**src/include/rv_macros.svh**
```systemverilog
`ifndef RV_MACROS_SVH
`define RV_MACROS_SVH

// datapath width in bits.
`define RV_XLEN 32

// architectural register count.
`define RV_NREGS 32

// unified memory, in 32-bit words.
`define RV_MEM_WORDS 256
`define RV_MEM_AW 8

`endif

```
**src/source/rv_pkg.sv**
```systemverilog
package rv_pkg;

	// ~~~~~~~~~~~~~~~~~~~~~~~~~~~~~~~~~~~~~~
	// instruction encodings
	// ~~~~~~~~~~~~~~~~~~~~~~~~~~~~~~~~~~~~~~

	typedef enum logic [6:0] {
		OPCODE_LUI      = 7'b0110111,
		OPCODE_AUIPC    = 7'b0010111,
		OPCODE_JAL      = 7'b1101111,
		OPCODE_JALR     = 7'b1100111,
		OPCODE_BRANCH   = 7'b1100011,
		OPCODE_LOAD     = 7'b0000011,
		OPCODE_STORE    = 7'b0100011,
		OPCODE_OP_IMM   = 7'b0010011,
		OPCODE_OP       = 7'b0110011,
		OPCODE_MISC_MEM = 7'b0001111
	} opcode_t;

	typedef enum logic [2:0] {
		FUNCT3_BRANCH_BEQ  = 3'b000,
		FUNCT3_BRANCH_BNE  = 3'b001,
		FUNCT3_BRANCH_BLT  = 3'b100,
		FUNCT3_BRANCH_BGE  = 3'b101,
		FUNCT3_BRANCH_BLTU = 3'b110,
		FUNCT3_BRANCH_BGEU = 3'b111
	} funct3_branch_t;

	// shared by loads and stores.
	typedef enum logic [2:0] {
		FUNCT3_MEM_B  = 3'b000,
		FUNCT3_MEM_H  = 3'b001,
		FUNCT3_MEM_W  = 3'b010,
		FUNCT3_MEM_BU = 3'b100,
		FUNCT3_MEM_HU = 3'b101
	} funct3_mem_t;

	// shared by op and op-imm.
	typedef enum logic [2:0] {
		FUNCT3_OP_ADD_SUB = 3'b000,
		FUNCT3_OP_SLL     = 3'b001,
		FUNCT3_OP_SLT     = 3'b010,
		FUNCT3_OP_SLTU    = 3'b011,
		FUNCT3_OP_XOR     = 3'b100,
		FUNCT3_OP_SR      = 3'b101,
		FUNCT3_OP_OR      = 3'b110,
		FUNCT3_OP_AND     = 3'b111
	} funct3_op_t;

	// ~~~~~~~~~~~~~~~~~~~~~~~~~~~~~~~~~~~~~~
	// control selects
	// ~~~~~~~~~~~~~~~~~~~~~~~~~~~~~~~~~~~~~~

	typedef enum logic [3:0] {
		ALU_OP_ADD,
		ALU_OP_SUB,
		ALU_OP_SLL,
		ALU_OP_SLT,
		ALU_OP_SLTU,
		ALU_OP_XOR,
		ALU_OP_SRL,
		ALU_OP_SRA,
		ALU_OP_OR,
		ALU_OP_AND,
		ALU_OP_IN2_PASSTHROUGH
	} alu_op_t;

	typedef enum logic [2:0] {
		COMPARE_OP_EQ,
		COMPARE_OP_NE,
		COMPARE_OP_LT,
		COMPARE_OP_GE,
		COMPARE_OP_LTU,
		COMPARE_OP_GEU
	} compare_op_t;

	typedef enum logic [1:0] {
		NEXT_PC_SEL_PC_4,
		NEXT_PC_SEL_ALU_OUT,
		NEXT_PC_SEL_COMPARE_OUT
	} next_pc_sel_t;

	typedef enum logic [1:0] {
		REGFILE_IN_SEL_ALU_OUT,
		REGFILE_IN_SEL_PC_4,
		REGFILE_IN_SEL_MEM_RD
	} regfile_in_sel_t;

	typedef enum logic {
		ALU_IN1_SEL_REG1,
		ALU_IN1_SEL_PC
	} alu_in1_sel_t;

	typedef enum logic [2:0] {
		ALU_IN2_SEL_REG2,
		ALU_IN2_SEL_U_IMM,
		ALU_IN2_SEL_J_IMM,
		ALU_IN2_SEL_I_IMM,
		ALU_IN2_SEL_B_IMM,
		ALU_IN2_SEL_S_IMM
	} alu_in2_sel_t;

	typedef enum logic [1:0] {
		MEM_SIZE_BYTE,
		MEM_SIZE_HALF,
		MEM_SIZE_WORD
	} mem_size_t;

	// ~~~~~~~~~~~~~~~~~~~~~~~~~~~~~~~~~~~~~~
	// instruction layouts
	// ~~~~~~~~~~~~~~~~~~~~~~~~~~~~~~~~~~~~~~

	typedef union packed {
		struct packed {
			logic [6:0] funct7;
			logic [4:0] rs2;
			logic [4:0] rs1;
			logic [2:0] funct3;
			logic [4:0] rd;
			opcode_t opcode;
		} r;
		struct packed {
			logic [11:0] imm;
			logic [4:0] rs1;
			logic [2:0] funct3;
			logic [4:0] rd;
			opcode_t opcode;
		} i;
		struct packed {
			logic [6:0] imm_hi;
			logic [4:0] rs2;
			logic [4:0] rs1;
			logic [2:0] funct3;
			logic [4:0] imm_lo;
			opcode_t opcode;
		} s;
		struct packed {
			logic imm12;
			logic [5:0] imm10_5;
			logic [4:0] rs2;
			logic [4:0] rs1;
			logic [2:0] funct3;
			logic [3:0] imm4_1;
			logic imm11;
			opcode_t opcode;
		} b;
		struct packed {
			logic [19:0] imm;
			logic [4:0] rd;
			opcode_t opcode;
		} u;
		struct packed {
			logic imm20;
			logic [9:0] imm10_1;
			logic imm11;
			logic [7:0] imm19_12;
			logic [4:0] rd;
			opcode_t opcode;
		} j;
	} instruction_t;

endpackage

```
**src/source/rv_ctrl_if.sv**
```systemverilog
interface rv_ctrl_if;
	import rv_pkg::*;

	// write strobes.
	logic pc_we;
	logic ir_we;
	logic regfile_we;
	logic mem_wr_en;

	// memory access shape.
	logic mem_addr_from_alu;
	mem_size_t mem_size;
	logic mem_signed;

	// datapath selects.
	next_pc_sel_t next_pc_sel;
	regfile_in_sel_t regfile_in_sel;
	alu_op_t alu_op;
	alu_in1_sel_t alu_in1_sel;
	alu_in2_sel_t alu_in2_sel;
	compare_op_t compare_op;

	modport control (
		output pc_we, ir_we, regfile_we, mem_wr_en,
		output mem_addr_from_alu, mem_size, mem_signed,
		output next_pc_sel, regfile_in_sel, alu_op,
		output alu_in1_sel, alu_in2_sel, compare_op
	);

	modport datapath (
		input pc_we, ir_we, regfile_we, mem_wr_en,
		input mem_addr_from_alu, mem_size, mem_signed,
		input next_pc_sel, regfile_in_sel, alu_op,
		input alu_in1_sel, alu_in2_sel, compare_op
	);
endinterface

```
**src/source/rv_fetch_unit.sv**
```systemverilog
`include "rv_macros.svh"

module rv_fetch_unit (
	input logic clk_i,
	input logic reset_i,
	rv_ctrl_if.datapath ctrl,
	input logic [`RV_XLEN-1:0] rd_data_i,
	input logic [`RV_XLEN-1:0] alu_out_i,
	input logic branch_taken_i,
	output logic [`RV_XLEN-1:0] pc_o,
	output logic [`RV_XLEN-1:0] pc_plus4_o,
	output rv_pkg::instruction_t ir_o
);
	import rv_pkg::*;

	logic [`RV_XLEN-1:0] next_pc;

	assign pc_plus4_o = pc_o + `RV_XLEN'd4;

	always_comb begin
		unique case (ctrl.next_pc_sel)
		NEXT_PC_SEL_ALU_OUT:
			// jalr clears the low bit of its target.
			next_pc = {alu_out_i[`RV_XLEN-1:1], 1'b0};
		NEXT_PC_SEL_COMPARE_OUT:
			next_pc = branch_taken_i ? alu_out_i : pc_plus4_o;
		default:
			next_pc = pc_plus4_o;
		endcase
	end

	always_ff @(posedge clk_i) begin
		if (reset_i) begin
			pc_o <= '0;
		end else if (ctrl.pc_we) begin
			pc_o <= next_pc;
		end
	end

	always_ff @(posedge clk_i) begin
		if (ctrl.ir_we) begin
			ir_o <= rd_data_i;
		end
	end
endmodule

```
**src/flat_wrapper.sv**
```systemverilog
// flat-port wrapper written by rule: the top's interface ports become plain ports
module rv_fetch_unit_flat import rv_pkg::*;
  (clk_i, reset_i, rd_data_i, alu_out_i, branch_taken_i, pc_o, pc_plus4_o, ir_o, ctrl_pc_we, ctrl_ir_we, ctrl_regfile_we, ctrl_mem_wr_en, ctrl_mem_addr_from_alu, ctrl_mem_size, ctrl_mem_signed, ctrl_next_pc_sel, ctrl_regfile_in_sel, ctrl_alu_op, ctrl_alu_in1_sel, ctrl_alu_in2_sel, ctrl_compare_op);
  rv_ctrl_if ctrl_i ();
  input logic clk_i;
  input logic reset_i;
  input logic [`RV_XLEN-1:0] rd_data_i;
  input logic [`RV_XLEN-1:0] alu_out_i;
  input logic branch_taken_i;
  output logic [`RV_XLEN-1:0] pc_o;
  output logic [`RV_XLEN-1:0] pc_plus4_o;
  output rv_pkg::instruction_t ir_o;
  input wire logic [$bits(ctrl_i.pc_we)-1:0] ctrl_pc_we;
  input wire logic [$bits(ctrl_i.ir_we)-1:0] ctrl_ir_we;
  input wire logic [$bits(ctrl_i.regfile_we)-1:0] ctrl_regfile_we;
  input wire logic [$bits(ctrl_i.mem_wr_en)-1:0] ctrl_mem_wr_en;
  input wire logic [$bits(ctrl_i.mem_addr_from_alu)-1:0] ctrl_mem_addr_from_alu;
  input wire logic [$bits(ctrl_i.mem_size)-1:0] ctrl_mem_size;
  input wire logic [$bits(ctrl_i.mem_signed)-1:0] ctrl_mem_signed;
  input wire logic [$bits(ctrl_i.next_pc_sel)-1:0] ctrl_next_pc_sel;
  input wire logic [$bits(ctrl_i.regfile_in_sel)-1:0] ctrl_regfile_in_sel;
  input wire logic [$bits(ctrl_i.alu_op)-1:0] ctrl_alu_op;
  input wire logic [$bits(ctrl_i.alu_in1_sel)-1:0] ctrl_alu_in1_sel;
  input wire logic [$bits(ctrl_i.alu_in2_sel)-1:0] ctrl_alu_in2_sel;
  input wire logic [$bits(ctrl_i.compare_op)-1:0] ctrl_compare_op;
  assign ctrl_i.pc_we = ctrl_pc_we;
  assign ctrl_i.ir_we = ctrl_ir_we;
  assign ctrl_i.regfile_we = ctrl_regfile_we;
  assign ctrl_i.mem_wr_en = ctrl_mem_wr_en;
  assign ctrl_i.mem_addr_from_alu = ctrl_mem_addr_from_alu;
  assign ctrl_i.mem_size = ctrl_mem_size;
  assign ctrl_i.mem_signed = ctrl_mem_signed;
  assign ctrl_i.next_pc_sel = ctrl_next_pc_sel;
  assign ctrl_i.regfile_in_sel = ctrl_regfile_in_sel;
  assign ctrl_i.alu_op = ctrl_alu_op;
  assign ctrl_i.alu_in1_sel = ctrl_alu_in1_sel;
  assign ctrl_i.alu_in2_sel = ctrl_alu_in2_sel;
  assign ctrl_i.compare_op = ctrl_compare_op;
  rv_fetch_unit u_core (.clk_i(clk_i), .reset_i(reset_i), .ctrl(ctrl_i), .rd_data_i(rd_data_i), .alu_out_i(alu_out_i), .branch_taken_i(branch_taken_i), .pc_o(pc_o), .pc_plus4_o(pc_plus4_o), .ir_o(ir_o));
endmodule
```
**config.mk**
```make
export PLATFORM = sky130hd
export DESIGN_NAME = rv_fetch_unit_flat
export DESIGN_NICKNAME = d
export VERILOG_FILES = /design/src/source/rv_pkg.sv /design/src/source/rv_ctrl_if.sv /design/src/source/rv_fetch_unit.sv /design/src/flat_wrapper.sv
export VERILOG_INCLUDE_DIRS = /design/src /design/src/include
export SDC_FILE = /design/constraint.sdc
export NUM_CORES = 1
export LEC_CHECK = 0
export ABC_AREA = 0
export BUFFER_PORTS_ARGS = -buffer_cell sky130_fd_sc_hd__buf_2
export CORE_MARGIN = 8
export CORE_UTILIZATION = 48
export DETAILED_ROUTE_END_ITERATION = 16
export PLACE_DENSITY = 0.83
export SETUP_SLACK_MARGIN = 0.4
export SYNTH_ARGS = -nofsm -noshare
export SYNTH_HDL_FRONTEND = slang
export SYNTH_SLANG_ARGS = --single-unit
```
**constraint.sdc**
```tcl
create_clock -name clk_i -period 5.8 [get_ports clk_i]
set_clock_uncertainty 0.15 [all_clocks]
set_input_delay 0 -clock clk_i [delete_from_list [all_inputs] [get_ports clk_i]]
set_output_delay 0 -clock clk_i [all_outputs]
set_load 0.05 [all_outputs]
```
==> out/summary.md, run 1 <==
### Route
* 3,553 — via count of the routed design
* 6.19 mm — routed length on met2
* 0 — antenna violation net count after detailed routing
* 1.17 mm — met3 wire length
* 12.4 mm — final routed wirelength across all metal layers
* 5.60 — via density per instance
* 210 — number of DRC violations after detailed-routing iteration 0
* 19.5 um — Avg WL per Cell
* 4 — Pre-antenna DRT Iters
* met4 — top routing layer in use
* 0 — number of DRC violations after detailed routing
* 4.94 mm — met1 wire length

### Hold path
* input port to register — class of the tightest hold or removal check
* reset_i — startpoint of the most critical hold path
* u_core.pc_o[6]$_SDFFE_PP0P_ — end point of the worst hold path
* 2 — cell depth of the worst hold path

### Layout
* 0.738 — post-layout utilization of the core
* 642 — fin nets
* 50.9% — synth-to-layout area growth
* 494 — count of filler cells inserted in the layout
* 0.00151 mm2 — area of the multi-input gates
* 634 — post-route non-filler standard cell count
* 0 — Antenna diodes
* 0.350 — share of post-route cells with drive strength above 1
* 0.00160 mm2 — Sequential cell area

### Placement
* 2.83 ns — worst slack, placed
* 0.838 — weighted congestion reported at the end of routability-driven placement
* 166 — count of port buffers added during placement
* 8.07 mm — HPWL reported at the end of detailed placement
* 552 — cell count after placement

### STA
* 0 — number of hold violations in the final report
* 0 — final-report max-slew violation count
* 0 ns — post-route setup TNS
* no — RSZ-0062 raised after global routing
* 0.416 — relative slew slack
* 0.568 — Final period util
* 0.875 ns — Tightest Pin Transition
* 303 MHz — f_max
* 3.30 ns — Final min period
* 2.50 ns — post-route worst setup slack
* 0 — Finish-stage setup viols

### Setup path
* register to output port — category of the most critical setup path
* 0.72 ns — CP peak stage delay
* 12 — CP Max Fanout
* output port — sort of element at the end of the critical path
* 2.76 ns — worst setup slack for register-to-register paths
* u_core.pc_o[28]$_SDFFE_PP0P_ — worst r2r dst
* ha_1 > and3_1 > nand4_1 > nor4_1 > xor2_1 > buf_2 — cells along the critical path
* sky130_fd_sc_hd__nor4_1 — highest-delay cell along the critical path
* 6 — cells on worst reg2reg path
* register — crit start category
* 5.65 ns — required time of the critical path
* 3.15 ns — endpoint arrival time on the critical path
* u_core.pc_o[2]$_SDFFE_PP0P_ — FF-to-FF Start

### Clocking
* 0 — Post-CTS Setup Bufs
* 0.07 ns — clock-pin transition on the worst setup and hold timing paths
* 0.33 ns — clock latency on the worst-skew pair
* 9 — clock buffers created by TritonCTS
* 2 — buffer depth of the longest clock path
* built — TritonCTS clock tree
* 3 — number of levels in the clock H-tree
* 64 — count of clock tree sinks
* sky130_fd_sc_hd__clkbuf_8 — clock tree root buffer cell

### GRT
* 19.7 mm — first-pass GRT wire length
* 33 — pin count of the biggest net entering global routing
* 0 — antenna violations before repair
* 0.251 — total global-route track usage
* 0 — overflow left after global routing
* 3,826 — vias in the first global route

### Yosys
* 52 — Netlist cell types
* 423 — net count after synthesis
* sky130_fd_sc_hd__edfxtp_1 — main flop type after synthesis
* 0 — Yosys Warn Count
* sky130_fd_sc_hd__edfxtp_1 — cell type contributing the most total cell area after synthesis
* 0 — Async SR Flop Fraction
* 64 — flops & latches, synth
* 0.487 — sequential area share after synthesis
* 330 — Gate Count Post-Synth
* 32 — Post-synth EDFFs
* 0.00329 mm2 — Post-Synthesis Cell Area
* sky130_fd_sc_hd__edfxtp_1, sky130_fd_sc_hd__dfxtp_1, sky130_fd_sc_hd__xnor2_1 — dominant cells by area after synthesis
* 0.292 — post-synth top area share
* sky130_fd_sc_hd__dfxtp_1, sky130_fd_sc_hd__edfxtp_1, sky130_fd_sc_hd__nor2_1 — most used standard cells in the synthesized netlist
* 9.96 um2 — Syn Area/Cell

### Die
* 0.489 — initial core utilization
* 98.7 um — Die Wd
* 98.7 um — height of the chip
* 186 — number of placed I/O pins
* 30 — Site Rows
* 0.00672 mm2 — Floorplan Core Area
* 0.00975 mm2 — die area

### Power and ir drop
* 245 mW/mm2 — ratio of total power to cell area
* 2.18 nW — leakage
* 1.22 mW — Final Total Pwr
* 0.000145 V — largest voltage drop on the vdd net

### Run
* 0 — max-capacitance violation count

### Run status
* complete, no violations — status

[sequential cells by signal, indices dropped and copies added (netlist names)]
| signal | count |
|---|---|
| u_core.ir_o | 32 |
| u_core.pc_o | 32 |
[cell type report]
class / instances / area share
Sequential cell: 64 / 0.323
Multi-Input combinational cell: 226 / 0.304
Timing Repair Buffer: 234 / 0.304
Clock buffer: 10 / 0.0257
Tap cell: 80 / 0.0202
Clock inverter: 6 / 0.0121
Inverter: 14 / 0.0106
[logic make-up (layout without fill, tap and decap cells)]
family | after synthesis | count (layout) | share of synthesized area
and+or+nand+nor | 122 | 122 | 0.205
AOI/OAI and AO/OA | 69 | 69 | 0.155
DFF | 64 | 64 | 0.487
buffers and inverters | 40 | 264 | 0.0541
xor gates and xnor gates | 28 | 28 | 0.0746
muxes | 4 | 4 | 0.0129
adders and majority gates | 3 | 3 | 0.0114
[placed cells by master, fill, tap and decap left out, types with 4 or more instances in the layout]
master	synthesis	final
sky130_fd_sc_hd__a32o_1	5	5
sky130_fd_sc_hd__and3_1	9	9
sky130_fd_sc_hd__edfxtp_1	32	32
sky130_fd_sc_hd__o32ai_1	4	4
sky130_fd_sc_hd__nand2_1	21	21
sky130_fd_sc_hd__nand3_1	14	14
sky130_fd_sc_hd__and4_1	6	6
sky130_fd_sc_hd__xor2_1	11	11
sky130_fd_sc_hd__nor4_1	7	7
sky130_fd_sc_hd__a221oi_1	8	8
sky130_fd_sc_hd__inv_1	13	13
sky130_fd_sc_hd__a22oi_1	5	5
sky130_fd_sc_hd__buf_2	3	166
sky130_fd_sc_hd__nor2_1	23	22
sky130_fd_sc_hd__o21ai_0	12	12
sky130_fd_sc_hd__nor3_1	12	12
sky130_fd_sc_hd__dlygate4sd3_1	0	66
sky130_fd_sc_hd__dfxtp_1	32	32
sky130_fd_sc_hd__a21oi_1	11	11
sky130_fd_sc_hd__nand4_1	9	9
sky130_fd_sc_hd__xnor2_1	17	17
sky130_fd_sc_hd__clkbuf_8	0	9
[metal layers]
| metal | up-vias | GRT usage |
|---|---|---|
| met2 | 190 | 0.456 |
| met3 | 10 | 0.0803 |
| met4 | 0 | 0.0933 |
| met5 | - | 0 |
| li1 | 1676 | - |
| met1 | 1677 | 0.263 |
[timing repair]
| action | CTS | global route |
|---|---|---|
| gates resized for setup | 0 | 0 |
| hold buffers | 66 | 0 |
| endpoints found under the hold margin | 64 | 0 |
[report_power, final]
group | switching, mW | internal [mW]
combinational | 0.221 | 0.0970
clock | 0.176 | 0.196
sequential | 0.0217 | 0.504
[how the worst max path moves through the flow]
stage | from | cells after the start | endpoint | slack, ns
2_1_floorplan | u_core.pc_o[3]$_SDFFE_PP0P_ | 6 | u_core.pc_o[12]$_SDFFE_PP0P_ | 2.97
3_3_place_gp | u_core.pc_o[2]$_SDFFE_PP0P_ | 6 | u_core.pc_o[28]$_SDFFE_PP0P_ | 2.91
3_5_place_dp | u_core.pc_o[2]$_SDFFE_PP0P_ | 6 | u_core.pc_o[28]$_SDFFE_PP0P_ | 2.83
4_1_cts | u_core.pc_o[3]$_SDFFE_PP0P_ | 6 | pc_plus4_o[28] | 2.58
5_1_grt | u_core.pc_o[3]$_SDFFE_PP0P_ | 6 | pc_plus4_o[28] | 2.26
6_report | u_core.pc_o[2]$_SDFFE_PP0P_ | 6 | pc_plus4_o[28] | 2.50
[critical path: cells and delay by family (launching register included)]
kind / cells / cell delay [ns]
xor gates and xnor gates: 1 / 0.24
buffers and inverters: 1 / 0.31
DFF: 1 / 0.43
and+or+nand+nor: 3 / 1.55
adders and majority gates: 1 / 0.27
[per-stage QoR]
stage	hold WS, ns	area [um2]
after floorplan	-0.0511	3290
after global placement	0.0267	4110
after detailed placement	0.0287	4110
after CTS	0.000389	4960
after global routing	0.0382	4960
final	0.0440	4960
Power figures use the tool's default switching activity.
==> run 2: changes to the inputs <==
CORE_UTILIZATION = 44   (was 48)
PLACE_DENSITY = 0.77   (was 0.83)
clock period = 3.3 ns   (was 5.8 ns; I/O delays follow)
==> run 2 against run 1 <==
Final area increased by 1.3%. Hold slack got worse by 0.026 ns. Die area grew 7.6%. Global-route usage is 3.0 points lower. Sequential share of layout area is 0.42 points lower. Critical endpoint is now pc_plus4_o[13]. Critical path type unchanged.
==> out/summary.md, run 2 (same netlist as run 1, synthesis figures left out) <==
### GRT
* 3,747 — vias in the first global route, -2.1%
* 0.221 — total global-route track usage, -0.0296
* 0 — antenna violations before repair, unchanged
* 33 — pin count of the biggest net entering global routing, unchanged
* 18.2 mm — first-pass GRT wire length, -7.3%
* 0 — overflow left after global routing, unchanged

### Setup path
* simple AND/OR/NAND/NOR gates — cell family with the largest share of critical-path delay
* 0.59 ns — CP peak stage delay, -0.13 ns
* 5 — CP Depth, -1
* 9 — CP Max Fanout, -3
* 3.15 ns — required time of the critical path, -2.50 ns
* register to output port — category of the most critical setup path
* 0.86 ns — worst setup slack for register-to-register paths, -1.90 ns
* 2.60 ns — endpoint arrival time on the critical path, -0.55 ns
* register — crit start category
* sky130_fd_sc_hd__nor3_1 — highest-delay cell along the critical path
* u_core.pc_o[4]$_SDFFE_PP0P_ — worst setup path startpoint
* 5 — cells on worst reg2reg path, -1
* 1 — number of buffer and inverter instances along the worst setup path, unchanged
* u_core.pc_o[13]$_SDFFE_PP0P_ — worst r2r dst
* u_core.pc_o[4]$_SDFFE_PP0P_ — FF-to-FF Start
* pc_plus4_o[13] — Critical Path End
* output port — sort of element at the end of the critical path
* nand4_1 > nor3_1 > and3_1 > xor2_1 > buf_2 — cells along the critical path

### Layout
* 52.9% — synth-to-layout area growth
* 0 — Antenna diodes, unchanged
* sky130_fd_sc_hd__buf_2 — most common cell after layout, fill and taps aside
* 0.355 — share of post-route cells with drive strength above 1, +0.00466
* 646 — fin nets, +0.62%
* sky130_fd_sc_hd__buf_2, sky130_fd_sc_hd__dlygate4sd3_1, sky130_fd_sc_hd__edfxtp_1, sky130_fd_sc_hd__dfxtp_1, sky130_fd_sc_hd__nor2_1 — commonest cells after routing, fill and taps aside
* 0.00502 mm2 — design area, +1.3%
* u_core.ir_o x32, u_core.pc_o x32 — largest registers

### Power and ir drop
* 0.338 — Net Sw Frac, -0.00583
* 0.000233 V — largest voltage drop on the vdd net, +60%
* 422 mW/mm2 — ratio of total power to cell area, +72%
* 1.40 mW — cell internal pwr, +76%
* 0.303 — clock share of power, -0.003
* 0.436 — sequential group share of total power, +0.003
* 717 uW — NetSw, +71%
* 2.20 nW — leakage, +0.91%
* 0.262 — Gate power share, about the same
* 2.12 mW — Final Total Pwr, +74%

### Clocking
* built — TritonCTS clock tree
* 9 — clock buffers created by TritonCTS, unchanged
* 0.08 ns — clock-pin transition on the worst setup and hold timing paths, about the same
* 0.33 ns — clock latency on the worst-skew pair, about the same
* sky130_fd_sc_hd__clkbuf_8 — clock tree root buffer cell
* 2 — buffer depth of the longest clock path, unchanged
* 64 — count of clock tree sinks, unchanged
* 3 — number of levels in the clock H-tree, unchanged
* 0 — Post-CTS Setup Bufs, unchanged

### Route
* 0 — number of DRC violations after detailed routing, unchanged
* 17.8 um — Avg WL per Cell, -9.0%
* 11.7 mm — final routed wirelength across all metal layers, -5.7%
* 296 — number of DRC violations after detailed-routing iteration 0, +41%
* 3,575 — via count of the routed design, +0.62%
* 5 — Pre-antenna DRT Iters, +1
* 5.44 — via density per instance, -2.9%
* 0 — antenna violation net count after detailed routing, unchanged

### Placement
* 0.879 — weighted congestion reported at the end of routability-driven placement, +4.9%
* 166 — count of port buffers added during placement, unchanged
* 8.18 mm — HPWL reported at the end of detailed placement, +1.3%
* 0.00416 mm2 — standard cell area after detailed placement, +1.1%

### STA
* 0.781 ns — Tightest Pin Transition, -0.0947 ns
* 0.479 — relative slew slack, +0.0632
* 0 — final-report max-slew violation count, unchanged
* 0 ns — post-route setup TNS, unchanged
* 0 — number of hold violations in the final report, unchanged
* 364 MHz — f_max
* no — RSZ-0062 raised after global routing
* 0 — Finish-stage setup viols, unchanged
* 0.0184 ns — worst hold slack, -0.0255 ns
* 2.75 ns — Final min period
* 0.833 — Final period util

### Die
* 31 — Site Rows, +3.3%
* 102 um — height of the chip, +3.7%
* 0.453 — initial core utilization, -0.0360
* 0.0105 mm2 — die area, +7.6%
* 186 — number of placed I/O pins, unchanged
* 0.00725 mm2 — Floorplan Core Area, +8.0%
* 102 um — Die Wd, +3.7%

### Run status
* complete, no violations — status

### Run
* 0 — max-capacitance violation count, unchanged

### Hold path
* input port to register — class of the tightest hold or removal check

## run 2: changes by cell type in the layout (fill, tap and decap cells not counted), sizes merged
cell / previous run / this run
clkbuf: 10 / 11
dlygate4sd3: 66 / 67
buf: 168 / 170
## run 2: power by group through the flow
stage,Sequential [mW],Clock (mW),Combinational [mW]
detailed placement,0.939,0,0.491
finish,0.924,0.642,0.555
global placement,0.937,0,0.485
global route,0.931,0.696,0.587
floorplan,1.10,0,0.179
CTS,0.922,0.656,0.554
## run 2: through the flow
step                      utilization  instances  worst slack (ns)
after global routing            0.692        657             0.405
after detailed placement        0.573        574             0.834
final                           0.692        657             0.551
after global placement          0.573        574             0.885
after CTS                       0.691        657             0.511
after floorplan                     -        330             0.465
## run 2: area by class of cell
type / count / area [um2]
fill: 561 / 2230
sequential: 64 / 1600
timing repair buffer: 238 / 1540
multi-input combinational: 226 / 1520
clock buffer: 10 / 128
tap: 99 / 124
clock inverter: 6 / 60.1
inverter: 14 / 52.6
## run 2: worst register-to-register path: cells and delay by family, from the launching register on
kind	cells	cell delay [ns]
flops	1	0.51
compound gates	2	0.38
simple gates	3	1.30
## run 2: routing by layer
layer	track usage	vias up	part of all wire
met5	0	-	0
met4	0.0835	0	0.014
met3	0.0736	16	0.11
met2	0.372	198	0.47
met1	0.254	1682	0.40
li1	-	1679	-
## run 2: what timing repair did
action                     4_1_cts  5_1_grt
gates resized for setup          0        2
hold buffers                    67        0
hold endpoints to repair        64        0
setup endpoints to repair        0        1
## run 2: worst min path at each step
stage | startpoint | endpoint | slack, ns | depth (start not counted)
after floorplan | rd_data_i[0] | u_core.ir_o[0]$_DFFE_PP_ | -0.05 | 0
final | reset_i | u_core.pc_o[14]$_SDFFE_PP0P_ | 0.02 | 3
after global routing | reset_i | u_core.pc_o[17]$_SDFFE_PP0P_ | 0.03 | 3
after detailed placement | rd_data_i[13] | u_core.ir_o[13]$_DFFE_PP_ | 0.03 | 1
after global placement | rd_data_i[9] | u_core.ir_o[9]$_DFFE_PP_ | 0.03 | 1
after CTS | reset_i | u_core.pc_o[14]$_SDFFE_PP0P_ | 0.002 | 3
