<file path="config.mk">
export PLATFORM = sky130hd
export DESIGN_NAME = rv_control_flat
export DESIGN_NICKNAME = d
export VERILOG_FILES = /design/src/include/rv_macros.svh /design/src/source/rv_pkg.sv /design/src/source/rv_ctrl_if.sv /design/src/source/rv_control.sv /design/src/flat_wrapper.sv
export SDC_FILE = /design/constraint.sdc
export NUM_CORES = 1
export LEC_CHECK = 0
export ABC_CLOCK_PERIOD_IN_PS = 1450
export BUFFER_PORTS_ARGS = -buffer_cell sky130_fd_sc_hd__buf_2
export CORE_MARGIN = 4
export CORE_UTILIZATION = 29
export CTS_CLUSTER_DIAMETER = 40
export CTS_CLUSTER_SIZE = 24
export DETAILED_ROUTE_END_ITERATION = 8
export MAX_ROUTING_LAYER = met4
export PLACE_DENSITY_LB_ADDON = 0.12
export SETUP_SLACK_MARGIN = 0.2
export SYNTH_ARGS = -nofsm -noshare
export SYNTH_HDL_FRONTEND = slang
export SYNTH_SLANG_ARGS = --single-unit
export TNS_END_PERCENT = 20
</file>
<file path="constraint.sdc">
create_clock -name clk_i -period 1.45 [get_ports clk_i]
set_clock_uncertainty 0.1 [all_clocks]
set_input_delay 0 -clock clk_i [delete_from_list [all_inputs] [get_ports clk_i]]
set_output_delay 0 -clock clk_i [all_outputs]
set_load 0.01 [all_outputs]
</file>
<file path="src/include/rv_macros.svh">
`ifndef RV_MACROS_SVH
`define RV_MACROS_SVH

// datapath width in bits.
`define RV_XLEN 32

// architectural register count.
`define RV_NREGS 32

// unified memory, in 32-bit words.
`define RV_MEM_WORDS 256
`define RV_MEM_AW 8

`endif

</file>
<file path="src/source/rv_pkg.sv">
package rv_pkg;

	// ~~~~~~~~~~~~~~~~~~~~~~~~~~~~~~~~~~~~~~
	// instruction encodings
	// ~~~~~~~~~~~~~~~~~~~~~~~~~~~~~~~~~~~~~~

	typedef enum logic [6:0] {
		OPCODE_LUI      = 7'b0110111,
		OPCODE_AUIPC    = 7'b0010111,
		OPCODE_JAL      = 7'b1101111,
		OPCODE_JALR     = 7'b1100111,
		OPCODE_BRANCH   = 7'b1100011,
		OPCODE_LOAD     = 7'b0000011,
		OPCODE_STORE    = 7'b0100011,
		OPCODE_OP_IMM   = 7'b0010011,
		OPCODE_OP       = 7'b0110011,
		OPCODE_MISC_MEM = 7'b0001111
	} opcode_t;

	typedef enum logic [2:0] {
		FUNCT3_BRANCH_BEQ  = 3'b000,
		FUNCT3_BRANCH_BNE  = 3'b001,
		FUNCT3_BRANCH_BLT  = 3'b100,
		FUNCT3_BRANCH_BGE  = 3'b101,
		FUNCT3_BRANCH_BLTU = 3'b110,
		FUNCT3_BRANCH_BGEU = 3'b111
	} funct3_branch_t;

	// shared by loads and stores.
	typedef enum logic [2:0] {
		FUNCT3_MEM_B  = 3'b000,
		FUNCT3_MEM_H  = 3'b001,
		FUNCT3_MEM_W  = 3'b010,
		FUNCT3_MEM_BU = 3'b100,
		FUNCT3_MEM_HU = 3'b101
	} funct3_mem_t;

	// shared by op and op-imm.
	typedef enum logic [2:0] {
		FUNCT3_OP_ADD_SUB = 3'b000,
		FUNCT3_OP_SLL     = 3'b001,
		FUNCT3_OP_SLT     = 3'b010,
		FUNCT3_OP_SLTU    = 3'b011,
		FUNCT3_OP_XOR     = 3'b100,
		FUNCT3_OP_SR      = 3'b101,
		FUNCT3_OP_OR      = 3'b110,
		FUNCT3_OP_AND     = 3'b111
	} funct3_op_t;

	// ~~~~~~~~~~~~~~~~~~~~~~~~~~~~~~~~~~~~~~
	// control selects
	// ~~~~~~~~~~~~~~~~~~~~~~~~~~~~~~~~~~~~~~

	typedef enum logic [3:0] {
		ALU_OP_ADD,
		ALU_OP_SUB,
		ALU_OP_SLL,
		ALU_OP_SLT,
		ALU_OP_SLTU,
		ALU_OP_XOR,
		ALU_OP_SRL,
		ALU_OP_SRA,
		ALU_OP_OR,
		ALU_OP_AND,
		ALU_OP_IN2_PASSTHROUGH
	} alu_op_t;

	typedef enum logic [2:0] {
		COMPARE_OP_EQ,
		COMPARE_OP_NE,
		COMPARE_OP_LT,
		COMPARE_OP_GE,
		COMPARE_OP_LTU,
		COMPARE_OP_GEU
	} compare_op_t;

	typedef enum logic [1:0] {
		NEXT_PC_SEL_PC_4,
		NEXT_PC_SEL_ALU_OUT,
		NEXT_PC_SEL_COMPARE_OUT
	} next_pc_sel_t;

	typedef enum logic [1:0] {
		REGFILE_IN_SEL_ALU_OUT,
		REGFILE_IN_SEL_PC_4,
		REGFILE_IN_SEL_MEM_RD
	} regfile_in_sel_t;

	typedef enum logic {
		ALU_IN1_SEL_REG1,
		ALU_IN1_SEL_PC
	} alu_in1_sel_t;

	typedef enum logic [2:0] {
		ALU_IN2_SEL_REG2,
		ALU_IN2_SEL_U_IMM,
		ALU_IN2_SEL_J_IMM,
		ALU_IN2_SEL_I_IMM,
		ALU_IN2_SEL_B_IMM,
		ALU_IN2_SEL_S_IMM
	} alu_in2_sel_t;

	typedef enum logic [1:0] {
		MEM_SIZE_BYTE,
		MEM_SIZE_HALF,
		MEM_SIZE_WORD
	} mem_size_t;

	// ~~~~~~~~~~~~~~~~~~~~~~~~~~~~~~~~~~~~~~
	// instruction layouts
	// ~~~~~~~~~~~~~~~~~~~~~~~~~~~~~~~~~~~~~~

	typedef union packed {
		struct packed {
			logic [6:0] funct7;
			logic [4:0] rs2;
			logic [4:0] rs1;
			logic [2:0] funct3;
			logic [4:0] rd;
			opcode_t opcode;
		} r;
		struct packed {
			logic [11:0] imm;
			logic [4:0] rs1;
			logic [2:0] funct3;
			logic [4:0] rd;
			opcode_t opcode;
		} i;
		struct packed {
			logic [6:0] imm_hi;
			logic [4:0] rs2;
			logic [4:0] rs1;
			logic [2:0] funct3;
			logic [4:0] imm_lo;
			opcode_t opcode;
		} s;
		struct packed {
			logic imm12;
			logic [5:0] imm10_5;
			logic [4:0] rs2;
			logic [4:0] rs1;
			logic [2:0] funct3;
			logic [3:0] imm4_1;
			logic imm11;
			opcode_t opcode;
		} b;
		struct packed {
			logic [19:0] imm;
			logic [4:0] rd;
			opcode_t opcode;
		} u;
		struct packed {
			logic imm20;
			logic [9:0] imm10_1;
			logic imm11;
			logic [7:0] imm19_12;
			logic [4:0] rd;
			opcode_t opcode;
		} j;
	} instruction_t;

endpackage

</file>
<file path="src/source/rv_ctrl_if.sv">
interface rv_ctrl_if;
	import rv_pkg::*;

	// write strobes.
	logic pc_we;
	logic ir_we;
	logic regfile_we;
	logic mem_wr_en;

	// memory access shape.
	logic mem_addr_from_alu;
	mem_size_t mem_size;
	logic mem_signed;

	// datapath selects.
	next_pc_sel_t next_pc_sel;
	regfile_in_sel_t regfile_in_sel;
	alu_op_t alu_op;
	alu_in1_sel_t alu_in1_sel;
	alu_in2_sel_t alu_in2_sel;
	compare_op_t compare_op;

	modport control (
		output pc_we, ir_we, regfile_we, mem_wr_en,
		output mem_addr_from_alu, mem_size, mem_signed,
		output next_pc_sel, regfile_in_sel, alu_op,
		output alu_in1_sel, alu_in2_sel, compare_op
	);

	modport datapath (
		input pc_we, ir_we, regfile_we, mem_wr_en,
		input mem_addr_from_alu, mem_size, mem_signed,
		input next_pc_sel, regfile_in_sel, alu_op,
		input alu_in1_sel, alu_in2_sel, compare_op
	);
endinterface

</file>
<file path="src/source/rv_control.sv">
module rv_control (
	input logic clk_i,
	input logic reset_i,
	input logic misaligned_i,
	input rv_pkg::instruction_t ir_i,
	output logic halted_o,
	output logic retire_valid_o,
	rv_ctrl_if.control ctrl
);
	import rv_pkg::*;

	typedef enum logic [1:0] {
		RESET,
		FETCH,
		EXECUTE,
		ERROR
	} state_t;

	state_t state;
	state_t next_state;
	logic dec_regfile_we;
	logic dec_mem_wr_en;
	logic commit;

	// a misaligned access kills every write of the cycle.
	assign commit = (state == EXECUTE) && !misaligned_i;

	assign ctrl.ir_we = (state == FETCH);
	assign ctrl.pc_we = commit;
	assign ctrl.regfile_we = dec_regfile_we && commit;
	assign ctrl.mem_wr_en = dec_mem_wr_en && commit;

	assign retire_valid_o = commit;
	assign halted_o = (state == ERROR);

	// ~~~~~~~~~~~~~~~~~~~~~~~~~~~~~~~~~~~~~~
	// decoder
	// ~~~~~~~~~~~~~~~~~~~~~~~~~~~~~~~~~~~~~~

	always_comb begin
		dec_regfile_we = 1'b0;
		dec_mem_wr_en = 1'b0;
		ctrl.mem_addr_from_alu = 1'b0;
		ctrl.mem_size = MEM_SIZE_WORD;
		ctrl.mem_signed = 1'b0;
		ctrl.next_pc_sel = NEXT_PC_SEL_PC_4;

		// don't care unless overridden below.
		ctrl.regfile_in_sel = REGFILE_IN_SEL_ALU_OUT;
		ctrl.alu_op = ALU_OP_ADD;
		ctrl.alu_in1_sel = ALU_IN1_SEL_REG1;
		ctrl.alu_in2_sel = ALU_IN2_SEL_REG2;
		ctrl.compare_op = COMPARE_OP_EQ;

		if (state == EXECUTE) begin
			unique case (ir_i.r.opcode)
			OPCODE_LUI: begin
				dec_regfile_we = 1'b1;
				ctrl.alu_op = ALU_OP_IN2_PASSTHROUGH;
				ctrl.alu_in2_sel = ALU_IN2_SEL_U_IMM;
			end
			OPCODE_AUIPC: begin
				dec_regfile_we = 1'b1;
				ctrl.alu_in1_sel = ALU_IN1_SEL_PC;
				ctrl.alu_in2_sel = ALU_IN2_SEL_U_IMM;
			end
			OPCODE_JAL: begin
				dec_regfile_we = 1'b1;
				ctrl.regfile_in_sel = REGFILE_IN_SEL_PC_4;
				ctrl.next_pc_sel = NEXT_PC_SEL_ALU_OUT;
				ctrl.alu_in1_sel = ALU_IN1_SEL_PC;
				ctrl.alu_in2_sel = ALU_IN2_SEL_J_IMM;
			end
			OPCODE_JALR: begin
				dec_regfile_we = 1'b1;
				ctrl.regfile_in_sel = REGFILE_IN_SEL_PC_4;
				ctrl.next_pc_sel = NEXT_PC_SEL_ALU_OUT;
				ctrl.alu_in2_sel = ALU_IN2_SEL_I_IMM;
			end
			OPCODE_BRANCH: begin
				ctrl.next_pc_sel = NEXT_PC_SEL_COMPARE_OUT;
				ctrl.alu_in1_sel = ALU_IN1_SEL_PC;
				ctrl.alu_in2_sel = ALU_IN2_SEL_B_IMM;
				unique case (funct3_branch_t'(ir_i.b.funct3))
				FUNCT3_BRANCH_BNE:
					ctrl.compare_op = COMPARE_OP_NE;
				FUNCT3_BRANCH_BLT:
					ctrl.compare_op = COMPARE_OP_LT;
				FUNCT3_BRANCH_BGE:
					ctrl.compare_op = COMPARE_OP_GE;
				FUNCT3_BRANCH_BLTU:
					ctrl.compare_op = COMPARE_OP_LTU;
				FUNCT3_BRANCH_BGEU:
					ctrl.compare_op = COMPARE_OP_GEU;
				default:
					ctrl.compare_op = COMPARE_OP_EQ;
				endcase
			end
			OPCODE_LOAD, OPCODE_STORE: begin
				ctrl.mem_addr_from_alu = 1'b1;
				if (ir_i.r.opcode == OPCODE_LOAD) begin
					dec_regfile_we = 1'b1;
					ctrl.regfile_in_sel = REGFILE_IN_SEL_MEM_RD;
					ctrl.alu_in2_sel = ALU_IN2_SEL_I_IMM;
				end else begin
					dec_mem_wr_en = 1'b1;
					ctrl.alu_in2_sel = ALU_IN2_SEL_S_IMM;
				end
				unique case (funct3_mem_t'(ir_i.i.funct3))
				FUNCT3_MEM_B: begin
					ctrl.mem_size = MEM_SIZE_BYTE;
					ctrl.mem_signed = 1'b1;
				end
				FUNCT3_MEM_H: begin
					ctrl.mem_size = MEM_SIZE_HALF;
					ctrl.mem_signed = 1'b1;
				end
				FUNCT3_MEM_BU:
					ctrl.mem_size = MEM_SIZE_BYTE;
				FUNCT3_MEM_HU:
					ctrl.mem_size = MEM_SIZE_HALF;
				default:
					ctrl.mem_size = MEM_SIZE_WORD;
				endcase
			end
			OPCODE_OP_IMM, OPCODE_OP: begin
				dec_regfile_we = 1'b1;
				if (ir_i.r.opcode == OPCODE_OP_IMM)
					ctrl.alu_in2_sel = ALU_IN2_SEL_I_IMM;
				unique case (funct3_op_t'(ir_i.r.funct3))
				FUNCT3_OP_ADD_SUB:
					// no subtract form among the immediates.
					if (ir_i.r.opcode == OPCODE_OP && ir_i.r.funct7[5])
						ctrl.alu_op = ALU_OP_SUB;
					else
						ctrl.alu_op = ALU_OP_ADD;
				FUNCT3_OP_SLL:
					ctrl.alu_op = ALU_OP_SLL;
				FUNCT3_OP_SLT:
					ctrl.alu_op = ALU_OP_SLT;
				FUNCT3_OP_SLTU:
					ctrl.alu_op = ALU_OP_SLTU;
				FUNCT3_OP_XOR:
					ctrl.alu_op = ALU_OP_XOR;
				FUNCT3_OP_SR:
					if (ir_i.r.funct7[5])
						ctrl.alu_op = ALU_OP_SRA;
					else
						ctrl.alu_op = ALU_OP_SRL;
				FUNCT3_OP_OR:
					ctrl.alu_op = ALU_OP_OR;
				FUNCT3_OP_AND:
					ctrl.alu_op = ALU_OP_AND;
				endcase
			end
			OPCODE_MISC_MEM: begin
				// fence and fence.i have nothing to order.
			end
			default: begin
			end
			endcase
		end
	end

	// ~~~~~~~~~~~~~~~~~~~~~~~~~~~~~~~~~~~~~~
	// sequencer
	// ~~~~~~~~~~~~~~~~~~~~~~~~~~~~~~~~~~~~~~

	always_comb begin
		unique case (state)
		RESET:
			next_state = FETCH;
		FETCH:
			next_state = EXECUTE;
		EXECUTE:
			next_state = misaligned_i ? ERROR : FETCH;
		ERROR:
			next_state = ERROR;
		endcase
	end

	always_ff @(posedge clk_i) begin
		if (reset_i) begin
			state <= RESET;
		end else begin
			state <= next_state;
		end
	end
endmodule

</file>
<file path="src/flat_wrapper.sv">
// flat-port wrapper written by rule: the top's interface ports become plain ports
module rv_control_flat import rv_pkg::*;
  (clk_i, reset_i, misaligned_i, ir_i, halted_o, retire_valid_o, ctrl_pc_we, ctrl_ir_we, ctrl_regfile_we, ctrl_mem_wr_en, ctrl_mem_addr_from_alu, ctrl_mem_size, ctrl_mem_signed, ctrl_next_pc_sel, ctrl_regfile_in_sel, ctrl_alu_op, ctrl_alu_in1_sel, ctrl_alu_in2_sel, ctrl_compare_op);
  rv_ctrl_if ctrl_i ();
  input logic clk_i;
  input logic reset_i;
  input logic misaligned_i;
  input rv_pkg::instruction_t ir_i;
  output logic halted_o;
  output logic retire_valid_o;
  output wire logic [$bits(ctrl_i.pc_we)-1:0] ctrl_pc_we;
  output wire logic [$bits(ctrl_i.ir_we)-1:0] ctrl_ir_we;
  output wire logic [$bits(ctrl_i.regfile_we)-1:0] ctrl_regfile_we;
  output wire logic [$bits(ctrl_i.mem_wr_en)-1:0] ctrl_mem_wr_en;
  output wire logic [$bits(ctrl_i.mem_addr_from_alu)-1:0] ctrl_mem_addr_from_alu;
  output wire logic [$bits(ctrl_i.mem_size)-1:0] ctrl_mem_size;
  output wire logic [$bits(ctrl_i.mem_signed)-1:0] ctrl_mem_signed;
  output wire logic [$bits(ctrl_i.next_pc_sel)-1:0] ctrl_next_pc_sel;
  output wire logic [$bits(ctrl_i.regfile_in_sel)-1:0] ctrl_regfile_in_sel;
  output wire logic [$bits(ctrl_i.alu_op)-1:0] ctrl_alu_op;
  output wire logic [$bits(ctrl_i.alu_in1_sel)-1:0] ctrl_alu_in1_sel;
  output wire logic [$bits(ctrl_i.alu_in2_sel)-1:0] ctrl_alu_in2_sel;
  output wire logic [$bits(ctrl_i.compare_op)-1:0] ctrl_compare_op;
  assign ctrl_pc_we = ctrl_i.pc_we;
  assign ctrl_ir_we = ctrl_i.ir_we;
  assign ctrl_regfile_we = ctrl_i.regfile_we;
  assign ctrl_mem_wr_en = ctrl_i.mem_wr_en;
  assign ctrl_mem_addr_from_alu = ctrl_i.mem_addr_from_alu;
  assign ctrl_mem_size = ctrl_i.mem_size;
  assign ctrl_mem_signed = ctrl_i.mem_signed;
  assign ctrl_next_pc_sel = ctrl_i.next_pc_sel;
  assign ctrl_regfile_in_sel = ctrl_i.regfile_in_sel;
  assign ctrl_alu_op = ctrl_i.alu_op;
  assign ctrl_alu_in1_sel = ctrl_i.alu_in1_sel;
  assign ctrl_alu_in2_sel = ctrl_i.alu_in2_sel;
  assign ctrl_compare_op = ctrl_i.compare_op;
  rv_control u_core (.clk_i(clk_i), .reset_i(reset_i), .misaligned_i(misaligned_i), .ir_i(ir_i), .halted_o(halted_o), .retire_valid_o(retire_valid_o), .ctrl(ctrl_i));
endmodule
</file>
==> results of run 1 <==
[metal layers]
| layer | wire (um) | part of all wire |
|---|---|---|
| met2 | 717 | 0.47 |
| met4 | 31 | 0.020 |
| met5 | 0 | 0 |
| met3 | 89 | 0.058 |
| met1 | 703 | 0.46 |
[cells by family (layout without fill, tap and decap cells)]
family          Yosys count  count (layout)  synth area share
compound gates           15              15             0.238
xor+xnor                  1               1            0.0205
buf+inv                   5              51            0.0557
flops                     2               2            0.0938
simple gates             44              44             0.592
[cell type report]
| type | count | area, um^2 | area share |
|---|---|---|---|
| multi-input combinational | 60 | 498 | 0.572 |
| tap | 15 | 18.8 | 0.0216 |
| timing repair buffer | 46 | 279 | 0.320 |
| clock buffer | 3 | 22.5 | 0.0259 |
| inverter | 2 | 7.51 | 0.00862 |
| sequential | 2 | 45.0 | 0.0517 |
[worst min path at each step]
stage	to	cells after the start	slack, ps
after CTS	u_core.state[1]	3	0.4
after detailed placement	u_core.state[0]	2	70
after global placement	u_core.state[1]	2	60
after global routing	u_core.state[1]	3	60
final	u_core.state[1]	3	20
after floorplan	ctrl_mem_size[0]	1	-70
[critical path, stage by stage, from the launching register on]
cell and delay (ps):
sky130_fd_sc_hd__dfxtp_2 310, sky130_fd_sc_hd__nand2b_4 150, sky130_fd_sc_hd__or4b_4 540, sky130_fd_sc_hd__nor3b_4 170, sky130_fd_sc_hd__buf_2 150
[power by group through the flow]
stage / sequential [W] / clock, W / combinational (W)
after floorplan: 0.0000664 / 0 / 0.0000647
after global placement: 0.0000662 / 0 / 0.000122
after detailed placement: 0.0000666 / 0 / 0.000122
after CTS: 0.0000660 / 0.000137 / 0.000139
after global routing: 0.0000660 / 0.000153 / 0.000166
final: 0.0000656 / 0.000131 / 0.000152
[metrics by stage]
stage	instances	power, W	hold slack [ps]
after global placement	123	0.000188	64.2
after floorplan	67	0.000131	-74.6
after CTS	127	0.000342	0.411
final	128	0.000348	22.1
after global routing	128	0.000385	64.5
after detailed placement	123	0.000189	70.0
[timing repair]
action / 4_1_cts / 5_1_grt
gates cloned: 0 / 0
endpoints found under the setup margin: 18 / 20
pin swaps: 7 / 3
hold endpoints to repair: 2 / 0
resized for setup: 13 / 8
hold buffers: 1 / 0
setup buffers: 0 / 1
[placed cells by master, fill, tap and decap left out, types with 2 or more instances in the layout]
cell                       count
sky130_fd_sc_hd__o21ai_0       4
sky130_fd_sc_hd__nor2b_1       2
sky130_fd_sc_hd__buf_2        35
sky130_fd_sc_hd__buf_4         5
sky130_fd_sc_hd__nor2_2        2
sky130_fd_sc_hd__inv_1         2
sky130_fd_sc_hd__nor3_2        2
sky130_fd_sc_hd__nor3_4        3
sky130_fd_sc_hd__nand2_1       6
sky130_fd_sc_hd__nor2_1        7
sky130_fd_sc_hd__clkbuf_4      3
sky130_fd_sc_hd__nand2b_1      2
sky130_fd_sc_hd__nand2b_4      2
sky130_fd_sc_hd__a21oi_1       3
sky130_fd_sc_hd__buf_6         5
sky130_fd_sc_hd__nand3b_1      2
==> key figures, run 1 <==
STA
  • Normalized max-slew margin: 0.764
  • Setup tns final: -1480 ps
  • Hold Fails Final Rpt: 0
  • Unrepaired setup endpoints after global routing: true
  • Least setup slack across all paths after layout: -199 ps
  • Achievable clock frequency: ~0.61 GHz
  • Setup violation total in the final timing report: 10
  • Transition time of the tightest slew-check pin: 350 ps
  • Max-slew violation count: 0
  • Minimum clock period: 1650 ps
  • Tcrit/Tclk final: 1.14

Power and ir drop
  • Cell leakage power: 0.447 nW
  • Internal Pwr Total: 0.000221 W
  • Share of total power consumed by net switching: 0.366
  • Part of the total power dissipated in sequential elements: 0.189
  • Pwr Density: about 400 mW/mm^2
  • P_sw: 0.000127 W
  • Clock share of power: 0.375
  • Worst vdd ir: 618 uV
  • Proportion of power drawn by combinational gates: 0.436

Drt
  • Routed Wire Length: 1540 um
  • Total number of vias: 642
  • Post-route ant nets: 0
  • # DRC: 0
  • Number of iterations in the first detailed-routing pass: 3
  • Average vias per placed instance: 5.02
  • Starting DRT DRC Count: 12
  • DR WL/cell: 12.0 um

Global route
  • Largest net degree at the start of global routing: 13
  • Initial antenna violation count: 0
  • Met3 demand-to-capacity share in global routing: 0.0313
  • Total routing resource utilization after global routing: 0.162
  • Highest-utilization routing layer at the global route stage: met2
  • Wire length of the first global-routing pass: 2420 um
  • Via count of the first global-routing pass: 550
  • Met1 demand-to-capacity share in global routing: 0.203
  • Met2 track demand over resource in global routing: 0.234
  • Total congestion overflow: 0

Finish
  • Number of antenna diodes: 0
  • Count of fill cells added during filler insertion: about 120
  • Area of all placed cells without fillers: 871 um^2
  • Fraction of final layout cells with drive strength greater than 1: 0.628
  • Final Core Density: 0.645
  • Number of flip-flops under the largest register name: 2
  • Final net count: 150
  • Register containing the most flip-flops in the final layout: u_core.state
  • Largest registers in the final layout: u_core.state: 2 flops
  • Area delta synth->final: 104%

Placement
  • Instance area at placement: just over 700 um^2
  • HPWL after detailed placement: 1170 um
  • Place WS: 22.1 ps
  • Count of buffers inserted at the top-level ports: 38
  • Final estimated routing congestion in global placement: 0.710

Floorplan
  • Vert. Die Dim: around 46 um
  • Starting density of the core: 0.316
  • Number of I/O pins: 60
  • Rows: 13
  • Die outline width: around 46 um
  • Total core area: 0.00135 mm^2
  • Die area: 0.00215 mm^2

Setup path
  • Register-to-Register Setup Slack: 590 ps
  • Required time of the critical path: about 1400 ps
  • Timing endpoint of the critical path: ctrl_mem_size[0]
  • Endpoint of the lowest-slack register-to-register path: u_core.state[0]
  • Number of cells on the worst reg-to-reg path: 3
  • Crit end category: output pin
  • CP startpoint: u_core.state[0]
  • CP max FO: 5
  • Type of the setup path with the least slack: reg -> out
  • Critical path data arrival time: 1550 ps
  • Origin of the critical flop-to-flop path: u_core.state[0]
  • Sort of element at the start of the critical path: flip-flop

Min path
  • Hold path start: misaligned_i
  • Worst min-delay path class: in -> reg

Synth
  • Top_reg_cell synth: sky130_fd_sc_hd__dfxtp_1
  • Sequential area share after synthesis: 0.0938
  • Synthesized instance count: 67
  • Main area contributors after synthesis: sky130_fd_sc_hd__dfxtp_1 (9.4%), sky130_fd_sc_hd__nor2_1 (8.8%), sky130_fd_sc_hd__nor3_1 (7.0%)
  • Mapped Avg Cell Area: approximately 6.4 um^2
  • Synthesized net count: 102
  • Yosys Warn Count: 0
  • Synthesized flop and latch total: 2
  • Count of flip-flops with a built-in enable after synthesis: 0
  • Cell area after technology mapping: 427 um^2
  • Most repeated cell in the gate-level netlist after synthesis: sky130_fd_sc_hd__nor2_1
  • Number of distinct library cells after synthesis: 32
  • Portion of synthesized cell area occupied by the leading cell type: 0.0938
  • Area leader, netlist: sky130_fd_sc_hd__dfxtp_1
  • Commonest cells post-synth: sky130_fd_sc_hd__nor2_1 (10), sky130_fd_sc_hd__nand2_1 (7), sky130_fd_sc_hd__nor3_1 (6), sky130_fd_sc_hd__nand2b_1 (4), sky130_fd_sc_hd__o21ai_0 (4)
  • Synth async-reset ratio: 0

CTS
  • Buffer cell driving the clock tree root: sky130_fd_sc_hd__clkbuf_4
  • Clock tree from TritonCTS: done
  • CTS clock-pin slew for the worst setup and hold paths: 30 ps
  • Clock tree sinks: 2
  • Number of levels in the clock H-tree: 1
  • Number of buffers on the longest clock path: 2
  • Insertion delay of the later-clocked pin in the worst-skew pair: 230 ps
  • Num CTS Buffers: 3

Run status
  • Violated checks: setup timing
  • Status: finished, violations left

Job
  • Number of max-cap violations: 0
No activity file was read; power rests on OpenSTA's default activity.
==> run 2, diff against run 1 <==
BUFFER_PORTS_ARGS = not set   (was -buffer_cell sky130_fd_sc_hd__buf_2)
CORE_AREA = 4 4 41 43   (was not set)
CORE_MARGIN = not set   (was 4)
CORE_UTILIZATION = not set   (was 29)
DIE_AREA = 0 0 45 47   (was not set)
DONT_BUFFER_PORTS = 1   (was not set)
==> key figures, run 2 (synthesis results as in run 1) <==
Global route
  • Via count of the first global-routing pass: approximately 530
  • Total congestion overflow: 0
  • Largest net degree at the start of global routing: 13
  • Wire length of the first global-routing pass: 2170 um
  • Initial antenna violation count: 0
  • Total routing resource utilization after global routing: 0.140

Floorplan
  • Vert. Die Dim: approximately 47 um
  • Die area: 0.00212 mm^2
  • Rows: 13
  • Number of I/O pins: 60
  • Die outline width: 45 um
  • Starting density of the core: 0.328
  • Total core area: 0.00130 mm^2

Finish
  • Commonest non-fill, non-tap cells in the layout: sky130_fd_sc_hd__buf_4 (10), sky130_fd_sc_hd__nand2_1 (7), sky130_fd_sc_hd__nor2_1 (5), sky130_fd_sc_hd__dlygate4sd3_1 (5)
  • Count of fill cells added during filler insertion: 134
  • Register containing the most flip-flops in the final layout: u_core.state
  • Area of all placed cells without fillers: 726 um^2
  • Largest registers in the final layout: u_core.state: 2 flops
  • Number of antenna diodes: 0
  • Number of flip-flops under the largest register name: 2
  • Area delta synth->final: 70.1%
  • Final net count: 119
  • Most frequent standard cell in the layout excluding fill and tap cells: sky130_fd_sc_hd__buf_4
  • Fraction of final layout cells with drive strength greater than 1: 0.451

Setup path
  • Critical path data arrival time: 1470 ps
  • Type of the setup path with the least slack: reg -> out
  • Required time of the critical path: 1350 ps
  • Sort of element at the start of the critical path: flip-flop
  • CP max FO: 5
  • Crit end category: output pin

CTS
  • Clock tree from TritonCTS: done
  • Num CTS Buffers: 3
  • Insertion delay of the later-clocked pin in the worst-skew pair: around 220 ps
  • Buffer cell driving the clock tree root: sky130_fd_sc_hd__clkbuf_4
  • CTS clock-pin slew for the worst setup and hold paths: roughly 30 ps
  • Number of levels in the clock H-tree: 1
  • Number of buffers on the longest clock path: 2
  • Clock tree sinks: 2

Power and ir drop
  • Pwr Density: between 300 and 400 mW/mm^2
  • Worst vdd ir: between 700 and 800 uV
  • Cell leakage power: 0.285 nW

Drt
  • DR WL/cell: 14.6 um
  • Starting DRT DRC Count: 3
  • # DRC: 0
  • Average vias per placed instance: between 5 and 6
  • Number of iterations in the first detailed-routing pass: 2
  • Post-route ant nets: 0
  • Total number of vias: 548
  • Routed Wire Length: 1420 um

STA
  • Least setup slack across all paths after layout: -124 ps
  • Max-slew violation count: 0
  • Minimum clock period: 1570 ps
  • Unrepaired setup endpoints after global routing: true
  • Normalized max-slew margin: 0.729
  • Hold Fails Final Rpt: 0
  • Tcrit/Tclk final: 1.09
  • Hold WS: 38.0 ps
  • Setup violation total in the final timing report: 11
  • Transition time of the tightest slew-check pin: about 400 ps
  • Achievable clock frequency: 0.635 GHz

Placement
  • Instance area at placement: 549 um^2
  • Count of buffers inserted at the top-level ports: 0
  • HPWL after detailed placement: 1060 um
  • Final estimated routing congestion in global placement: 0.734

Run status
  • Status: finished, violations left
  • Violated checks: setup timing

Min path
  • Worst min-delay path class: in -> out

Job
  • Number of max-cap violations: 0
## run 2: per-layer routing
| layer | track usage | share of wire | wire [um] |
|---|---|---|---|
| met1 | 0.169 | 0.38 | 533 |
| met2 | 0.226 | 0.54 | 769 |
| met3 | 0.0307 | 0.082 | 117 |
| met4 | 0.0526 | 0 | 0 |
| met5 | - | 0 | 0 |
## run 2: timing repair
item / 4_1_cts / 5_1_grt
hold buffers: 5 / 0
buffers inserted: 1 / 1
pin swaps: 6 / 6
setup endpoints to repair: 17 / 20
resized for setup: 12 / 7
endpoints found under the hold margin: 5 / 0
## run 2: cell type report
class	count	area, um^2	area share
inverters	2	7.51	0.0103
multi-input cells	60	509	0.702
clock buffers	3	22.5	0.0310
flip-flops and latches	2	42.5	0.0586
repair buffers	15	125	0.172
well taps	15	18.8	0.0259
## run 2: report_power, final
group | internal (W) | switching, W | total, W | leakage [nW]
clock network | 0.0000908 | 0.0000258 | 0.000117 | 0.0138
registers | 0.0000611 | 0.00000516 | 0.0000662 | 0.0172
logic | 0.0000497 | 0.0000561 | 0.000106 | 0.254
total | 0.000202 | 0.0000870 | 0.000289 | 0.285
## run 2: path summary, 6_finish.rpt
path	start	cells after the start	endpoint	slack, ps
worst max-delay path	u_core.state[0]	3	ctrl_mem_size[0]	-120
worst min-delay path	ir_i[12]	1	ctrl_mem_size[0]	40
worst max register to register	u_core.state[0]	3	u_core.state[0]	450
worst min register to register	u_core.state[1]	2	u_core.state[1]	460
## run 2: metrics by stage
stage               worst slack (ps)  TNS [ps]  instances  total power, W   util
floorplan                       34.0         0         67        0.000131      -
global placement                86.3         0         87        0.000140  0.422
detailed placement              84.2         0         87        0.000140  0.422
CTS                             -124      -925         96        0.000285  0.522
global route                    -171     -1410         97        0.000317  0.558
finish                          -124      -769         97        0.000289  0.558
## run 2: worst max-delay path: stages, from the launching register on
cell and delay [ps]:
sky130_fd_sc_hd__dfxtp_2 310, sky130_fd_sc_hd__nand2b_4 150, sky130_fd_sc_hd__or4b_4 550, sky130_fd_sc_hd__nor3b_4 240
==> run 3, diff against run 2 <==
ABC_CLOCK_PERIOD_IN_PS = 1300   (was 1450)
clock period = 1.3 ns   (was 1.45 ns; I/O delays follow)
==> key figures, run 3 (synthesis results as in run 1) <==
Placement
  • Instance area at placement: 609 um^2
  • HPWL after detailed placement: 1120 um
  • Place WS: -36.2 ps
  • Final estimated routing congestion in global placement: 0.721
  • Count of buffers inserted at the top-level ports: 0

Finish
  • Final net count: 125
  • Number of flip-flops under the largest register name: 2
  • Register containing the most flip-flops in the final layout: u_core.state
  • Fraction of final layout cells with drive strength greater than 1: 0.523
  • Count of fill cells added during filler insertion: 135
  • Footprint of the multi-input gates: 508 um^2
  • Area of all placed cells without fillers: 769 um^2
  • Number of antenna diodes: 0
  • Commonest non-fill, non-tap cells in the layout: sky130_fd_sc_hd__buf_4 (16), sky130_fd_sc_hd__nand2_1 (7), sky130_fd_sc_hd__nor2_1 (5), sky130_fd_sc_hd__dlygate4sd3_1 (5), sky130_fd_sc_hd__o21ai_0 (4)
  • Area delta synth->final: 80.4%
  • Largest registers in the final layout: u_core.state: 2 flops
  • Combined flip-flop and latch cell area: 42.5 um^2
  • Most frequent standard cell in the layout excluding fill and tap cells: sky130_fd_sc_hd__buf_4

CTS
  • Buffer cell driving the clock tree root: sky130_fd_sc_hd__clkbuf_4
  • Number of levels in the clock H-tree: 1
  • Clock tree from TritonCTS: done
  • Clock tree sinks: 2
  • Number of buffers on the longest clock path: 2
  • Num CTS Buffers: 3
  • CTS clock-pin slew for the worst setup and hold paths: roughly 30 ps
  • Insertion delay of the later-clocked pin in the worst-skew pair: about 230 ps

Global route
  • Wire length of the first global-routing pass: approximately 2200 um
  • Total congestion overflow: 0
  • Via count of the first global-routing pass: 540
  • Initial antenna violation count: 0
  • Largest net degree at the start of global routing: 13
  • Total routing resource utilization after global routing: 0.149

Drt
  • # DRC: 0
  • Starting DRT DRC Count: 7
  • Number of iterations in the first detailed-routing pass: 4
  • Average vias per placed instance: 5.64
  • Post-route ant nets: 0
  • Routed Wire Length: 1500 um
  • DR WL/cell: 14.5 um
  • Total number of vias: 581

Floorplan
  • Die area: between 0.002 and 0.0025 mm^2
  • Die outline width: 45 um
  • Total core area: 0.00130 mm^2
  • Vert. Die Dim: ~47 um
  • Starting density of the core: 0.328
  • Number of I/O pins: 60
  • Rows: 13

Setup path
  • Sort of element at the start of the critical path: flip-flop
  • Origin of the critical flop-to-flop path: u_core.state[0]
  • Required time of the critical path: 1200 ps
  • CP max FO: 5
  • Endpoint of the lowest-slack register-to-register path: u_core.state[0]
  • Critical path data arrival time: 1460 ps
  • Type of the setup path with the least slack: reg -> out
  • Crit end category: output pin
  • Register-to-Register Setup Slack: 450 ps
  • Number of cells on the worst reg-to-reg path: 3

Power and ir drop
  • P_sw: 0.000106 W
  • Proportion of power drawn by combinational gates: 0.386
  • Internal Pwr Total: about 0.00024 W
  • Cell leakage power: 0.319 nW
  • Pwr Density: 445 mW/mm^2
  • Clock share of power: 0.403
  • Worst vdd ir: between 300 and 400 uV
  • Part of the total power dissipated in sequential elements: 0.211
  • Share of total power consumed by net switching: 0.309

STA
  • Minimum clock period: roughly 1600 ps
  • Unrepaired setup endpoints after global routing: true
  • Normalized max-slew margin: 0.766
  • Transition time of the tightest slew-check pin: approximately 350 ps
  • Hold Fails Final Rpt: 0
  • Least setup slack across all paths after layout: -257 ps
  • Max-slew violation count: 0
  • Setup violation total in the final timing report: 15
  • Tcrit/Tclk final: 1.20
  • Achievable clock frequency: 0.642 GHz
  • Hold WS: 15.7 ps

Min path
  • Worst min-delay path class: in -> out
  • Hold path start: ir_i[4]
  • Depth of the worst hold-timing path: 2
  • Endpoint of the worst hold-timing path: ctrl_alu_op[3]

Job
  • Number of max-cap violations: 0

Run status
  • Violated checks: setup timing
  • Status: finished, violations left
[run 3: cell count changes in the layout (fill, tap and decap cells not counted)]
cell,delta
sky130_fd_sc_hd__nor3_1,+1
sky130_fd_sc_hd__nor2_4,-1
sky130_fd_sc_hd__nor2b_1,-2
sky130_fd_sc_hd__nor2b_4,+1
sky130_fd_sc_hd__nand3_2,+1
sky130_fd_sc_hd__nand3_1,-1
sky130_fd_sc_hd__buf_4,+6
sky130_fd_sc_hd__inv_2,+1
sky130_fd_sc_hd__nor2b_2,+1
sky130_fd_sc_hd__inv_1,-1
sky130_fd_sc_hd__nor3_4,-1
sky130_fd_sc_hd__nor2_2,+1
[run 3: per-layer routing]
layer | GRT usage | up-vias | part of all wire
met5 | - | - | 0
met1 | 0.167 | 263 | 0.38
met4 | 0.117 | 0 | 0.018
li1 | - | 289 | -
met2 | 0.232 | 25 | 0.52
met3 | 0.0268 | 4 | 0.081
[run 3: how the worst max path moves through the flow]
stage | startpoint | to | slack, ps | depth (start not counted)
floorplan | u_core.state[0] | ctrl_alu_in2_sel[2] | -120 | 4
global placement | u_core.state[0] | ctrl_next_pc_sel[1] | -10 | 3
detailed placement | u_core.state[0] | ctrl_alu_in2_sel[2] | -40 | 3
CTS | u_core.state[0] | ctrl_compare_op[2] | -260 | 3
global route | u_core.state[0] | ctrl_compare_op[2] | -300 | 3
finish | u_core.state[0] | ctrl_mem_size[0] | -260 | 3
[run 3: metrics by stage]
stage	cells	power [W]	setup TNS, ps	util
5_1_grt	103	0.000370	-3440	0.591
2_1_floorplan	67	0.000146	-973	-
6_report	103	0.000343	-2420	0.591
3_5_place_dp	95	0.000173	-130	0.468
4_1_cts	103	0.000345	-2760	0.572
3_3_place_gp	95	0.000173	-37.8	0.468
[run 3: power groups by stage]
stage / clock network (W) / registers [W] / logic (W)
after CTS: 0.000148 / 0.0000721 / 0.000125
after global routing: 0.000153 / 0.0000733 / 0.000144
after floorplan: 0 / 0.0000740 / 0.0000722
after detailed placement: 0 / 0.0000729 / 0.0000998
after global placement: 0 / 0.0000731 / 0.0000997
final: 0.000138 / 0.0000724 / 0.000132
[run 3: layout make-up]
cell class | count | area share
multi-input cells | 60 | 0.660
repair buffers | 21 | 0.221
well taps | 15 | 0.0244
inverters | 2 | 0.00976
clock buffers | 3 | 0.0293
flip-flops and latches | 2 | 0.0553
[run 3: timing repair]
action                                 4_1_cts  5_1_grt
gates resized for setup                     15        6
buffers inserted                             0        0
endpoints found under the hold margin        5        0
setup endpoints to repair                   23       24
hold buffers                                 5        0
pin swaps                                    7        1
[run 3: critical path, cell delays in order (launching register included)]
cell                       delay [ps]
sky130_fd_sc_hd__dfxtp_2          310
sky130_fd_sc_hd__nand2b_4         150
sky130_fd_sc_hd__or4b_4           540
sky130_fd_sc_hd__nor3b_4          230
